## src/common/decode_macros.svh

```systemverilog
`ifndef DECODE_MACROS_SVH
`define DECODE_MACROS_SVH

// Depth of the queue between fetch and decode
`define DEC_FETCH_DEPTH 4

// Depth of the queue between decode and issue
`define DEC_ISSUE_DEPTH 2

// Cause code for an illegal instruction
`define DEC_CAUSE_ILLEGAL 4'd2

`endif

```

## src/common/decode_pkg.sv

```systemverilog
`default_nettype none

package decode_pkg;

  // --------------------
  // Major opcodes
  // --------------------
  typedef enum logic [6:0] {
    OPC_LOAD   = 7'b0000011,
    OPC_OP_IMM = 7'b0010011,
    OPC_AUIPC  = 7'b0010111,
    OPC_STORE  = 7'b0100011,
    OPC_OP     = 7'b0110011,
    OPC_LUI    = 7'b0110111,
    OPC_BRANCH = 7'b1100011,
    OPC_JALR   = 7'b1100111,
    OPC_JAL    = 7'b1101111
  } opcode_t;

  // Exception attached to a decoded entry
  typedef struct packed {
    logic        valid;
    logic [3:0]  cause;
    logic [31:0] tval;
  } exception_t;

  // Functional unit that executes the entry
  typedef enum logic [2:0] {
    FU_NONE,
    FU_ALU,
    FU_LOAD,
    FU_STORE,
    FU_BRANCH,
    FU_JUMP
  } fu_t;

  // Operation within the functional unit
  typedef enum logic [4:0] {
    OP_ADD, OP_SUB, OP_AND, OP_OR, OP_XOR,
    OP_SLL, OP_SRL, OP_SRA, OP_SLT, OP_SLTU,
    OP_LUI, OP_AUIPC,
    OP_LW, OP_SW,
    OP_BEQ, OP_BNE, OP_BLT, OP_BGE,
    OP_JAL, OP_JALR
  } op_t;

  // --------------------
  // Scoreboard entry
  // --------------------
  typedef struct packed {
    logic [31:0] pc;
    fu_t         fu;
    op_t         op;
    logic [4:0]  rs1;
    logic [4:0]  rs2;
    logic [4:0]  rd;
    // Second operand comes from imm instead of rs2
    logic        use_imm;
    logic [31:0] imm;
    logic        is_compressed;
    exception_t  ex;
  } sb_entry_t;

endpackage

`default_nettype wire

```

## src/common/fetch_pkg.sv

```systemverilog
`default_nettype none

package fetch_pkg;

  // --------------------
  // Fetched instruction
  // --------------------

  // Byte address of an instruction
  typedef logic [31:0] addr_t;

  // Raw instruction word
  // Low 16 bits hold a compressed form when bits [1:0] are not 11
  typedef logic [31:0] instr_word_t;

  // One item handed from fetch to decode
  typedef struct packed {
    addr_t       addr;
    instr_word_t instr;
  } fetch_entry_t;

endpackage

`default_nettype wire

```

## src/id_stage/compressed_decoder.sv

```systemverilog
`timescale 1ns/100ps
`default_nettype none

module compressed_decoder (
  input  wire logic [31:0] instr_i,
  output logic      [31:0] instr_o,
  output logic             is_compressed_o,
  output logic             illegal_o
);

  always_comb begin
    // Full words and unsupported forms pass through untouched
    instr_o         = instr_i;
    is_compressed_o = 1'b0;
    illegal_o       = 1'b0;

    if (instr_i[1:0] != 2'b11) begin
      is_compressed_o = 1'b1;
      case (instr_i[1:0])
        // --------------------
        // Quadrant 0
        // --------------------
        2'b00: begin
          case (instr_i[15:13])
            // C.LW to lw rd', off(rs1')
            3'b010: begin
              instr_o = {5'b0, instr_i[5], instr_i[12:10], instr_i[6], 2'b00,
                         2'b01, instr_i[9:7], 3'b010, 2'b01, instr_i[4:2], 7'b0000011};
            end
            // C.SW to sw rs2', off(rs1')
            3'b110: begin
              instr_o = {5'b0, instr_i[5], instr_i[12], 2'b01, instr_i[4:2],
                         2'b01, instr_i[9:7], 3'b010, instr_i[11:10], instr_i[6],
                         2'b00, 7'b0100011};
            end
            default: illegal_o = 1'b1;
          endcase
        end

        // --------------------
        // Quadrant 1
        // --------------------
        2'b01: begin
          case (instr_i[15:13])
            // C.ADDI to addi rd, rd, imm
            3'b000: begin
              instr_o = {{6{instr_i[12]}}, instr_i[12], instr_i[6:2], instr_i[11:7],
                         3'b000, instr_i[11:7], 7'b0010011};
            end
            // C.LI to addi rd, x0, imm
            3'b010: begin
              instr_o = {{6{instr_i[12]}}, instr_i[12], instr_i[6:2], 5'b0,
                         3'b000, instr_i[11:7], 7'b0010011};
            end
            // C.J to jal x0, off
            // Offset bits are scattered, reorder into the J layout
            3'b101: begin
              instr_o = {instr_i[12], instr_i[8], instr_i[10:9], instr_i[6], instr_i[7],
                         instr_i[2], instr_i[11], instr_i[5:3], instr_i[12],
                         {8{instr_i[12]}}, 5'b0, 7'b1101111};
            end
            // C.BEQZ to beq rs1', x0, off
            3'b110: begin
              instr_o = {{4{instr_i[12]}}, instr_i[6:5], instr_i[2], 5'b0, 2'b01,
                         instr_i[9:7], 3'b000, instr_i[11:10], instr_i[4:3],
                         instr_i[12], 7'b1100011};
            end
            default: illegal_o = 1'b1;
          endcase
        end

        // --------------------
        // Quadrant 2
        // --------------------
        default: begin
          // Only C.MV and C.ADD, both need a nonzero rs2
          if ((instr_i[15:13] == 3'b100) && (instr_i[6:2] != 5'b0)) begin
            if (instr_i[12]) begin
              // C.ADD to add rd, rd, rs2
              instr_o = {7'b0, instr_i[6:2], instr_i[11:7], 3'b000,
                         instr_i[11:7], 7'b0110011};
            end else begin
              // C.MV to add rd, x0, rs2
              instr_o = {7'b0, instr_i[6:2], 5'b0, 3'b000, instr_i[11:7], 7'b0110011};
            end
          end else begin
            illegal_o = 1'b1;
          end
        end
      endcase
    end
  end

endmodule

`default_nettype wire

```

## src/id_stage/id_stage.sv

```systemverilog
`timescale 1ns/100ps
`default_nettype none

module id_stage import fetch_pkg::*; import decode_pkg::*; (
  input  wire logic         clk_i,
  input  wire logic         rst_ni,
  input  wire logic         flush_i,
  // Fetch side
  input  wire logic         entry_valid_i,
  input  wire fetch_entry_t entry_data_i,
  output logic              entry_ready_o,
  // Issue side
  output logic              issue_valid_o,
  output sb_entry_t         issue_entry_o,
  input  wire logic         issue_ack_i
);

  logic [31:0] expanded_instr;
  logic        is_compressed;
  logic        is_illegal_c;
  sb_entry_t   decoded_entry;
  logic        load_en;
  logic        valid_q;
  sb_entry_t   entry_q;

  // --------------------
  // Expand compressed
  // --------------------
  compressed_decoder u_compressed_decoder (
    .instr_i         (entry_data_i.instr),
    .instr_o         (expanded_instr),
    .is_compressed_o (is_compressed),
    .illegal_o       (is_illegal_c)
  );

  // --------------------
  // Decode
  // --------------------
  instr_decoder u_instr_decoder (
    .pc_i            (entry_data_i.addr),
    .instr_i         (expanded_instr),
    .is_compressed_i (is_compressed),
    .illegal_i       (is_illegal_c),
    .entry_o         (decoded_entry)
  );

  // Register has room when empty or draining this cycle
  assign load_en       = entry_valid_i & (~valid_q | issue_ack_i) & ~flush_i;
  assign entry_ready_o = load_en;

  assign issue_valid_o = valid_q;
  assign issue_entry_o = entry_q;

  // --------------------
  // Decode to issue register
  // --------------------
  always_ff @(posedge clk_i or negedge rst_ni) begin
    if (!rst_ni) begin
      valid_q <= 1'b0;
    end else if (flush_i) begin
      valid_q <= 1'b0;
    end else if (load_en) begin
      valid_q <= 1'b1;
    end else if (issue_ack_i) begin
      valid_q <= 1'b0;
    end
  end

  // Entry holds under back-pressure
  always_ff @(posedge clk_i) begin
    if (load_en) begin
      entry_q <= decoded_entry;
    end
  end

endmodule

`default_nettype wire

```

## src/id_stage/instr_decoder.sv

```systemverilog
`timescale 1ns/100ps
`default_nettype none
`include "decode_macros.svh"

module instr_decoder import decode_pkg::*; (
  input  wire logic [31:0] pc_i,
  input  wire logic [31:0] instr_i,
  input  wire logic        is_compressed_i,
  input  wire logic        illegal_i,
  output sb_entry_t        entry_o
);

  logic [6:0]  opcode;
  logic [2:0]  funct3;
  logic [6:0]  funct7;
  logic [31:0] imm_i;
  logic [31:0] imm_s;
  logic [31:0] imm_b;
  logic [31:0] imm_u;
  logic [31:0] imm_j;
  logic        illegal_enc;

  assign opcode = instr_i[6:0];
  assign funct3 = instr_i[14:12];
  assign funct7 = instr_i[31:25];

  // --------------------
  // Immediates
  // --------------------
  assign imm_i = {{20{instr_i[31]}}, instr_i[31:20]};
  assign imm_s = {{20{instr_i[31]}}, instr_i[31:25], instr_i[11:7]};
  assign imm_b = {{19{instr_i[31]}}, instr_i[31], instr_i[7], instr_i[30:25],
                  instr_i[11:8], 1'b0};
  assign imm_u = {instr_i[31:12], 12'b0};
  assign imm_j = {{11{instr_i[31]}}, instr_i[31], instr_i[19:12], instr_i[20],
                  instr_i[30:21], 1'b0};

  always_comb begin
    entry_o               = '0;
    entry_o.pc            = pc_i;
    entry_o.is_compressed = is_compressed_i;
    entry_o.fu            = FU_NONE;
    entry_o.op            = OP_ADD;
    illegal_enc           = 1'b0;

    case (opcode)
      OPC_LUI, OPC_AUIPC: begin
        entry_o.fu      = FU_ALU;
        entry_o.op      = (opcode == OPC_LUI) ? OP_LUI : OP_AUIPC;
        entry_o.rd      = instr_i[11:7];
        entry_o.use_imm = 1'b1;
        entry_o.imm     = imm_u;
      end

      OPC_OP_IMM: begin
        entry_o.fu      = FU_ALU;
        entry_o.rs1     = instr_i[19:15];
        entry_o.rd      = instr_i[11:7];
        entry_o.use_imm = 1'b1;
        entry_o.imm     = imm_i;
        case (funct3)
          3'b000: entry_o.op = OP_ADD;
          3'b010: entry_o.op = OP_SLT;
          3'b011: entry_o.op = OP_SLTU;
          3'b100: entry_o.op = OP_XOR;
          3'b110: entry_o.op = OP_OR;
          3'b111: entry_o.op = OP_AND;
          // Shifts constrain the upper immediate bits
          3'b001: begin
            entry_o.op  = OP_SLL;
            illegal_enc = (funct7 != 7'b0000000);
          end
          default: begin
            if (funct7 == 7'b0000000) begin
              entry_o.op = OP_SRL;
            end else if (funct7 == 7'b0100000) begin
              entry_o.op = OP_SRA;
            end else begin
              illegal_enc = 1'b1;
            end
          end
        endcase
      end

      OPC_OP: begin
        entry_o.fu  = FU_ALU;
        entry_o.rs1 = instr_i[19:15];
        entry_o.rs2 = instr_i[24:20];
        entry_o.rd  = instr_i[11:7];
        case ({funct7, funct3})
          10'b0000000_000: entry_o.op = OP_ADD;
          10'b0100000_000: entry_o.op = OP_SUB;
          10'b0000000_001: entry_o.op = OP_SLL;
          10'b0000000_010: entry_o.op = OP_SLT;
          10'b0000000_011: entry_o.op = OP_SLTU;
          10'b0000000_100: entry_o.op = OP_XOR;
          10'b0000000_101: entry_o.op = OP_SRL;
          10'b0100000_101: entry_o.op = OP_SRA;
          10'b0000000_110: entry_o.op = OP_OR;
          10'b0000000_111: entry_o.op = OP_AND;
          default:         illegal_enc = 1'b1;
        endcase
      end

      // Word accesses only
      OPC_LOAD: begin
        entry_o.fu      = FU_LOAD;
        entry_o.op      = OP_LW;
        entry_o.rs1     = instr_i[19:15];
        entry_o.rd      = instr_i[11:7];
        entry_o.use_imm = 1'b1;
        entry_o.imm     = imm_i;
        illegal_enc     = (funct3 != 3'b010);
      end

      // Store data is rs2, so the immediate is not the second operand
      OPC_STORE: begin
        entry_o.fu  = FU_STORE;
        entry_o.op  = OP_SW;
        entry_o.rs1 = instr_i[19:15];
        entry_o.rs2 = instr_i[24:20];
        entry_o.imm = imm_s;
        illegal_enc = (funct3 != 3'b010);
      end

      OPC_BRANCH: begin
        entry_o.fu  = FU_BRANCH;
        entry_o.rs1 = instr_i[19:15];
        entry_o.rs2 = instr_i[24:20];
        entry_o.imm = imm_b;
        case (funct3)
          3'b000:  entry_o.op = OP_BEQ;
          3'b001:  entry_o.op = OP_BNE;
          3'b100:  entry_o.op = OP_BLT;
          3'b101:  entry_o.op = OP_BGE;
          default: illegal_enc = 1'b1;
        endcase
      end

      OPC_JAL: begin
        entry_o.fu      = FU_JUMP;
        entry_o.op      = OP_JAL;
        entry_o.rd      = instr_i[11:7];
        entry_o.use_imm = 1'b1;
        entry_o.imm     = imm_j;
      end

      OPC_JALR: begin
        entry_o.fu      = FU_JUMP;
        entry_o.op      = OP_JALR;
        entry_o.rs1     = instr_i[19:15];
        entry_o.rd      = instr_i[11:7];
        entry_o.use_imm = 1'b1;
        entry_o.imm     = imm_i;
        illegal_enc     = (funct3 != 3'b000);
      end

      default: illegal_enc = 1'b1;
    endcase

    // Illegal entries keep only pc and the compressed flag
    // Unsupported compressed words arrive here unexpanded
    if (illegal_enc || illegal_i) begin
      entry_o          = '0;
      entry_o.pc       = pc_i;
      entry_o.fu       = FU_NONE;
      entry_o.op       = OP_ADD;
      entry_o.is_compressed = is_compressed_i;
      entry_o.ex.valid = 1'b1;
      entry_o.ex.cause = `DEC_CAUSE_ILLEGAL;
      entry_o.ex.tval  = instr_i;
    end
  end

endmodule

`default_nettype wire

```

## src/decode_top.sv

```systemverilog
`timescale 1ns/100ps
`default_nettype none
`include "decode_macros.svh"

module decode_top import fetch_pkg::*; import decode_pkg::*; (
  input  wire logic        clk_i,
  input  wire logic        rst_ni,
  input  wire logic        flush_i,
  // Fetch handshake
  input  wire logic        fetch_valid_i,
  input  wire logic [31:0] fetch_addr_i,
  input  wire logic [31:0] fetch_instr_i,
  output logic             fetch_ready_o,
  // Issue handshake
  output logic             issue_valid_o,
  output sb_entry_t        issue_entry_o,
  input  wire logic        issue_ack_i
);

  fetch_entry_t fetch_in;
  logic         fetch_full;
  logic         entry_valid;
  fetch_entry_t entry_data;
  logic         entry_ready;
  logic         issue_valid;
  sb_entry_t    issue_entry;
  logic         issue_ack;
  logic         issue_full;

  assign fetch_in.addr  = fetch_addr_i;
  assign fetch_in.instr = fetch_instr_i;
  assign fetch_ready_o  = ~fetch_full;

  // Issue queue takes the entry whenever it has room
  assign issue_ack = issue_valid & ~issue_full;

  // --------------------
  // Fetch queue
  // --------------------
  entry_fifo #(
    .payload_t (fetch_entry_t),
    .DEPTH     (`DEC_FETCH_DEPTH)
  ) u_fetch_q (
    .clk_i   (clk_i),
    .rst_ni  (rst_ni),
    .flush_i (flush_i),
    .push_i  (fetch_valid_i),
    .data_i  (fetch_in),
    .full_o  (fetch_full),
    .pop_i   (entry_ready),
    .data_o  (entry_data),
    .valid_o (entry_valid)
  );

  // Decode and pipeline register
  id_stage u_id_stage (
    .clk_i         (clk_i),
    .rst_ni        (rst_ni),
    .flush_i       (flush_i),
    .entry_valid_i (entry_valid),
    .entry_data_i  (entry_data),
    .entry_ready_o (entry_ready),
    .issue_valid_o (issue_valid),
    .issue_entry_o (issue_entry),
    .issue_ack_i   (issue_ack)
  );

  // --------------------
  // Issue queue
  // --------------------
  entry_fifo #(
    .payload_t (sb_entry_t),
    .DEPTH     (`DEC_ISSUE_DEPTH)
  ) u_issue_q (
    .clk_i   (clk_i),
    .rst_ni  (rst_ni),
    .flush_i (flush_i),
    .push_i  (issue_valid),
    .data_i  (issue_entry),
    .full_o  (issue_full),
    .pop_i   (issue_ack_i),
    .data_o  (issue_entry_o),
    .valid_o (issue_valid_o)
  );

endmodule

`default_nettype wire

```

## src/entry_fifo.sv

```systemverilog
`timescale 1ns/100ps
`default_nettype none

module entry_fifo #(
  parameter type payload_t = logic,
  parameter int unsigned DEPTH = 2
) (
  input  wire logic     clk_i,
  input  wire logic     rst_ni,
  input  wire logic     flush_i,
  input  wire logic     push_i,
  input  wire payload_t data_i,
  output logic          full_o,
  input  wire logic     pop_i,
  output payload_t      data_o,
  output logic          valid_o
);

  localparam int unsigned PTR_W = (DEPTH > 1) ? $clog2(DEPTH) : 1;
  localparam int unsigned CNT_W = $clog2(DEPTH + 1);

  payload_t           mem_q [DEPTH];
  logic [PTR_W-1:0]   wr_ptr_q;
  logic [PTR_W-1:0]   rd_ptr_q;
  logic [CNT_W-1:0]   count_q;
  logic               push_en;
  logic               pop_en;

  // Head of storage is the output, so data is always registered
  assign full_o  = (count_q == CNT_W'(DEPTH));
  assign valid_o = (count_q != '0);
  assign data_o  = mem_q[rd_ptr_q];

  // Flush drops anything offered in the same cycle
  assign push_en = push_i & ~full_o & ~flush_i;
  assign pop_en  = pop_i & valid_o & ~flush_i;

  // --------------------
  // Pointers and count
  // --------------------
  always_ff @(posedge clk_i or negedge rst_ni) begin
    if (!rst_ni) begin
      wr_ptr_q <= '0;
      rd_ptr_q <= '0;
      count_q  <= '0;
    end else if (flush_i) begin
      wr_ptr_q <= '0;
      rd_ptr_q <= '0;
      count_q  <= '0;
    end else begin
      if (push_en) begin
        // Wrap at the last slot
        if (wr_ptr_q == PTR_W'(DEPTH - 1)) begin
          wr_ptr_q <= '0;
        end else begin
          wr_ptr_q <= wr_ptr_q + 1'b1;
        end
      end
      if (pop_en) begin
        if (rd_ptr_q == PTR_W'(DEPTH - 1)) begin
          rd_ptr_q <= '0;
        end else begin
          rd_ptr_q <= rd_ptr_q + 1'b1;
        end
      end
      // Simultaneous push and pop keeps the count
      if (push_en && !pop_en) begin
        count_q <= count_q + 1'b1;
      end else if (pop_en && !push_en) begin
        count_q <= count_q - 1'b1;
      end
    end
  end

  // Storage
  always_ff @(posedge clk_i) begin
    if (push_en) begin
      mem_q[wr_ptr_q] <= data_i;
    end
  end

endmodule

`default_nettype wire

```

## config.mk

```make
export PLATFORM = sky130hd
export DESIGN_NAME = decode_top
export DESIGN_NICKNAME = d
export VERILOG_FILES = /design/src/common/decode_pkg.sv /design/src/common/fetch_pkg.sv /design/src/id_stage/compressed_decoder.sv /design/src/id_stage/id_stage.sv /design/src/id_stage/instr_decoder.sv /design/src/decode_top.sv /design/src/entry_fifo.sv
export VERILOG_INCLUDE_DIRS = /design/src /design/src/common
export SDC_FILE = /design/constraint.sdc
export NUM_CORES = 1
export LEC_CHECK = 0
export ABC_AREA = 1
export BUFFER_PORTS_ARGS = -buffer_cell sky130_fd_sc_hd__buf_4
export CORE_UTILIZATION = 40
export CTS_CLUSTER_SIZE = 40
export DETAILED_ROUTE_END_ITERATION = 12
export SETUP_SLACK_MARGIN = 0.5
export SLEW_MARGIN = 20
export SYNTH_ARGS = -nofsm -noshare
export SYNTH_HDL_FRONTEND = slang
export SYNTH_SLANG_ARGS = --single-unit
```

## constraint.sdc

```tcl
create_clock -name clk_i -period 19.75 [get_ports clk_i]
set_input_delay 0.9875 -clock clk_i [delete_from_list [all_inputs] [get_ports clk_i]]
set_output_delay 0.9875 -clock clk_i [all_outputs]
set_load 0.01 [all_outputs]
```

# After elaboration in Yosys (flattened, before gate mapping)
# Memories as Yosys holds them, arrays and structs flattened.
# Cells that the tools add are included.
[word_totals]
reg_bits = 138
ram_bits = 508
inputBits = 69
out_inout_bits = 128
wordCells = 180
n_memories = 2
[classes]
n_addsub = 8
eq_ne = 37
n_mux = 53
n_bitwise = 18
reduce_logical = 43
[mem_list]
columns = ["memory", "words", "width", "rd", "rd_clocked_by_memory_dff", "wr", "line", "source"]
rows = [
  ["u_fetch_q.mem_q", 4, 64, 1, 0, 1, "entry_fifo.sv:22", "payload_t mem_q [DEPTH];"],
  ["u_issue_q.mem_q", 2, 126, 1, 0, 1, "entry_fifo.sv:22", ""],
]
[op_table]
columns = ["operator", "count"]
rows = [
  ["one-hot mux 32 bit (5 select lines)", 1],
  ["one-hot mux 32 bit (2 select lines)", 2],
  ["one-hot mux 32 bit (4 select lines)", 1],
  ["two-way mux 32 bit", 2],
  ["one-hot mux 8 bit (8 select lines)", 1],
  ["equality test 10 x 3 -> 1 bit, second input constant", 4],
  ["two-way mux 37 bit", 1],
  ["one-hot mux 4 bit (9 select lines)", 1],
  ["equality test 7 x 6 -> 1 bit, second input constant", 4],
  ["one-hot mux 4 bit (7 select lines)", 1],
  ["equality test 3 bit, second input constant", 8],
  ["two-way mux 1 bit", 24],
  ["equality test 7 bit, second input constant", 3],
  ["equality test 10 x 2 -> 1 bit, second input constant", 2],
  ["equality test 10 x 9 -> 1 bit, second input constant", 2],
  ["two-way mux 20 bit", 1],
  ["one-hot mux 5 bit (4 select lines)", 1],
  ["two-way mux 2 bit", 9],
  ["OR reduction 6 bit", 3],
  ["two-way mux 3 bit", 5],
  ["nonzero test 3 bit", 5],
  ["equality test 7 x 5 -> 1 bit, second input constant", 2],
  ["OR reduction 2 bit", 6],
  ["bitwise AND 1 bit", 10],
  ["other kinds (31)", 60],
]

# Longest topological paths before layout
# An unclocked memory read counts as a cell.
[depth]
depth_word = 13
ltp_mapped = 26
ltp_nobuf = 24

# Modules after synthesis
# From an unflattened synthesis, not the netlist that was laid out.
[hier_totals]
hier_cells = 2165
hier_area_um2 = 26593.0
[modules_own_cells]
columns = ["mod", "instances", "cells_per_inst", "area_per_inst_um2"]
rows = [
  ["entry_fifo (u_fetch_q)", 1, 686, 9995.8],
  ["entry_fifo (u_issue_q)", 1, 698, 9464.1],
  ["id_stage", 1, 135, 3842.4],
  ["instr_decoder", 1, 374, 2010.7],
  ["compressed_decoder", 1, 269, 1266.2],
  ["decode_top", 1, 3, 13.8],
]

# Worst setup path after synthesis
# No wires, ideal clock.
[synth_timing]
path_type = "input -> register"
from = "in flush_i"
to = "mem u_issue_q.mem_q[0][0] (netlist name), enable pin"
arrival_time_ns = 6.267
required_ns = 19.144
setup_slack_ns = 12.877
cell_stages = 3
cell_sequence = "nor2_1 inv_1 nor2_1"
[synth_via]
elab_chain_cells = 4
[synth_rtl]
columns = ["item", "line", "source"]
rows = [
  ["start, declared", "decode_top.sv:8", "input wire logic flush_i,"],
  ["inverter 1 bit", "entry_fifo.sv:35", "assign push_en = push_i & ~full_o & ~flush_i;"],
  ["bitwise AND 1 bit", "entry_fifo.sv:35", ""],
  ["two-way mux 1 bit", "entry_fifo.sv:77", "if (push_en) begin"],
  ["two-way mux 1 bit (not written as such)", "entry_fifo.sv:78", "mem_q[wr_ptr_q] <= data_i;"],
  ["end, declared", "entry_fifo.sv:22", ""],
]
# Every way passes these cells.

# Final worst setup path
[layout_timing]
from = "reg u_fetch_q.rd_ptr_q[1]"
to = "reg u_id_stage.entry_q, in the netlist u_id_stage.issue_entry_o[28], data pin"
[layout_via]
elab_chain_cells = 12
elab_cells_between_ends = 67
[layout_rtl]
columns = ["item", "line", "source"]
rows = [
  ["start, declared", "entry_fifo.sv:24", "logic [PTR_W-1:0] rd_ptr_q;"],
  ["start signal, assigned", "entry_fifo.sv:63", "rd_ptr_q <= rd_ptr_q + 1'b1;"],
  ["memory (4 x 64 bit) (*)", "--", ""],
  ["branches (longest 11 deep; another with one-hot mux 32 bit (4 select lines))", "--", ""],
  ["end signal, assigned", "id_stage.sv:72", "entry_q <= decoded_entry;"],
  ["end, declared", "id_stage.sv:24", "sb_entry_t entry_q;"],
]
# Mark *: on every way between the ends.
# A chain may end at the register's enable or synchronous reset.

==> impl_metrics.csv <==
group,metric,value,unit
floorplan,die-area,64840,um2
synth,async_reset_ff_share,1.893,%
timing,hold_viol,0,
cells_and_area,drive_above_1_share,16.79,%
timing,max_slew_margin,26.60,%
worst_setup_path,crit_start,"u_fetch_q.rd_ptr_q[1]",
clocking,clock-sinks,634,
worst_setup_path,max_stage_delay,0.80,ns
clocking,clk_pin_slew,0.07,ns
clocking,cts_tree,"done",
drt,vias,16020,
clocking,cts_buffers,67,
placed_design,portBuffers,193,
pwr,leakage,11.18,nW
clocking,clk_latency,0.61,ns
drt,drt-initial-drc-count,1232,
timing,tightest_slew,1.101,ns
synth,syn_inst,2104,
clocking,root_buffer,"clkbuf_16",
pwr,swShare,38.49,%
pwr,p_comb_share,35.5,%
timing,max_freq,0.1815,GHz
drt,drc,0,
floorplan,top_level_ports,197,
pwr,power.net_switching,1.890,mW
drt,avgRoutedWirePerCell,19.37,um
clocking,cts-resized-gates,0,
drt,viasPerCell,5.007,
worst_setup_path,path_cells,"buf_4, inv_2, buf_4, nand3_1, nand2_1, nand2_2, inv_1, nand2_1, o21ai_1, nor2_1, nand2_1, nor2_1, nand3b_1, nand2_1, nor2_1, nand3_1, a21oi_4, nor2_1",
synth,yosys_warnings,0,
worst_setup_path,critPathCaptureType,"flip-flop",
worst_setup_path,cp-start-kind,"flip-flop",
drt,antenna_left,0,
pwr,seqPwrFrac,39.4,%
drt,drt-pass1-iter-count,5,
synth,synth.avg_cell_area,12.13,um2
timing,setup_tns,0,ns
cells_and_area,fin_cells,3200,
worst_hold_path,hold_class,"in -> async",
timing,clock_skew,0.03093,ns
clocking,cts_hold_buf,0,
placed_design,dp_hpwl,39.50,mm
clocking,post_cts.repair.setup_buffers,0,
pwr,p_per_area,163.7,nW/um2
global_routing,grtUsageTotal,19.03,%
timing,finalSetupViolCount,0,
synth,synthFlopType,"edfxtp_1",
floorplan,rows,92,
global_routing,grt_pass1_vias,15280,
worst_setup_path,r2r_start,"u_fetch_q.rd_ptr_q[1]",
clocking,cts_max_level,3,
placed_design,gp_congestion,0.9138,
global_routing,grt_start_max_net_pins,93,
clocking,clock_path_buffers,3,
synth,ys_seq_elements,634,
job,max_cap_violations,0,
worst_setup_path,required,20.06,ns
timing,rsz0062_at_grt,"no",
floorplan,coreArea,63080,um2
drt,wl,61.98,mm
floorplan,start_util,40.48,%
pwr,ir_worst_vdd,72.15,uV
timing,drv_slew,0,
synth,synth_cell_type_count,49,
floorplan,die_w,254.6,um
cells_and_area,final_net_count,2375,
pwr,pwr-share-clk,25.1,%
run_status,status,"finished clean",
global_routing,antenna_found_initial,2,
synth,synth_edf_count,622,
synth,syn_area,25530,um2
floorplan,chipHeight,254.6,um
global_routing,grt_pass1_wl,92.32,mm
worst_setup_path,critPathMaxFanout,68,
worst_setup_path,cpMaxStageDelayCell,"a21oi_4",
timing,period_share,27.89,%
timing,period_needed,5.509,ns
placed_design,placed_cells,3076,
cells_and_area,syn2layout_area_growth,17.44,%
worst_setup_path,critPathArrivalTime,5.82,ns
pwr,p_int,3.020,mW
timing,hold-worst-slack,0.2185,ns
synth,ys_seq_area_share,74.33,%
worst_setup_path,critical_path_class,"reg -> reg",
global_routing,grt-ovfl-total,0,
[flip-flops by register name, summed over array words and instances, names as in the netlist, 2 cells and up]
register and flops:
u_fetch_q.mem_q 256, u_issue_q.mem_q 244, u_id_stage.issue_entry_o 122, u_fetch_q.count_q 3, u_fetch_q.rd_ptr_q 2, u_fetch_q.wr_ptr_q 2
u_issue_q.count_q 2
[layout make-up]
type	instances	area [um2]
Antenna cell	2	5.005
Clock buffer	87	1836
Clock inverter	34	332.8
Fill cell	5656	33100
Inverter	94	359.1
Multi-Input combinational cell	1292	5809
Sequential cell	634	18990
Tap cell	846	1059
Timing Repair Buffer	211	1597
[metrics by stage]
step / total power, mW / util, % / setup slack (ns) / cell area, um2
final: 4.910 / 47.53 / 14.24 / 29980
after floorplan: 3.037 / - / 12.88 / 25540
after global placement: 3.698 / 44.06 / 14.24 / 27790
after CTS: 4.943 / 47.49 / 14.20 / 29960
after detailed placement: 3.708 / 44.06 / 14.21 / 27790
after global routing: 5.184 / 47.53 / 13.68 / 29980
[cells in the mapped netlist, types with 2 or more instances]
master	number	area share, %
buf_1	3	0.044
buf_4	8	0.24
o21ai_1	12	0.24
o21ai_0	131	2.6
nor3_1	7	0.14
a21boi_0	2	0.059
nand3b_1	3	0.088
nand2_2	14	0.34
o22ai_1	53	1.3
nand3_2	3	0.12
nand4_1	2	0.049
a21oi_1	33	0.65
a21oi_2	11	0.38
ha_1	5	0.25
nand2_1	594	8.7
o211ai_1	4	0.12
o22a_1	4	0.14
edfxtp_1	622	73
xor2_1	2	0.069
buf_6	10	0.44
buf_2	11	0.22
dfrtp_1	12	1.2
clkbuf_1	54	0.79
o21a_1	2	0.059
nor2_1	282	4.1
nand2_4	3	0.13
a221oi_1	2	0.069
inv_1	73	1.1
nand3_1	79	1.5
a22oi_1	4	0.12
nor2_2	16	0.39
inv_2	19	0.28
nor2_4	8	0.35
[worst max-delay path: cells and delay by family, from the launching register on]
| kind | cells | cell delay (ns) |
|---|---|---|
| and+or+nand+nor | 12 | 2.44 |
| buffers and inverters | 4 | 1.44 |
| AOI/OAI and AO/OA | 2 | 0.86 |
| DFF | 1 | 0.34 |
[kinds of logic (layout without fill, tap and decap cells)]
kind of cell	count (synthesis)	after routing	share of synthesized area (%)
flops	634	634	74.33
compound gates	268	268	6.047
xor+xnor	2	2	0.06862
other cells	1	5	0.01469
simple gates	1013	1013	16.09
fa+ha+maj	6	6	0.3234
buf+inv	180	426	3.122
[final timing paths]
| check | slack (ns) | cells after the start | to |
|---|---|---|---|
| hold / removal | 0.22 | 1 | u_issue_q.wr_ptr_q |
| setup reg to reg | 14.24 | 18 | u_id_stage.issue_entry_o[28] |
| setup / recovery | 14.24 | 18 | u_id_stage.issue_entry_o[28] |
| max in group asynchronous | 19.34 | 1 | u_fetch_q.rd_ptr_q[0] |
| hold reg to reg | 0.43 | 0 | u_issue_q.mem_q[0][95] |
| min in group clk_i | 0.43 | 0 | u_issue_q.mem_q[0][95] |
[cells in the final DEF (no fill, tap or decap), types with 11 or more instances in the layout]
cell	instances
buf_4	210
edfxtp_1	622
o21ai_0	129
nor2_4	14
clkinv_2	12
clkbuf_1	15
clkinv_1	11
inv_1	72
nand2_1	594
nand2_2	14
o22ai_1	53
nor2_2	16
a21oi_2	11
nor2_1	276
o21ai_1	14
a21oi_1	33
nand3_1	79
clkbuf_16	70
inv_2	18
[per-layer routing]
layer | part of all wire (%) | wire length [um] | global-route usage, %
met5 | 0 | 0 | 0
met4 | 2.3 | 1427 | 6.125
met3 | 5.6 | 3455 | 3.480
met2 | 47 | 29300 | 30.41
met1 | 45 | 27800 | 26.34
[power by group through the flow]
stage	Clock, mW	Sequential [mW]	Combinational, mW
3_3_place_gp	0	1.95	1.75
3_5_place_dp	0	1.96	1.74
5_1_grt	1.31	1.96	1.92
2_1_floorplan	0	1.92	1.12
4_1_cts	1.26	1.94	1.75
6_report	1.23	1.93	1.74
Note: power is estimated with default switching activity, not from simulation.
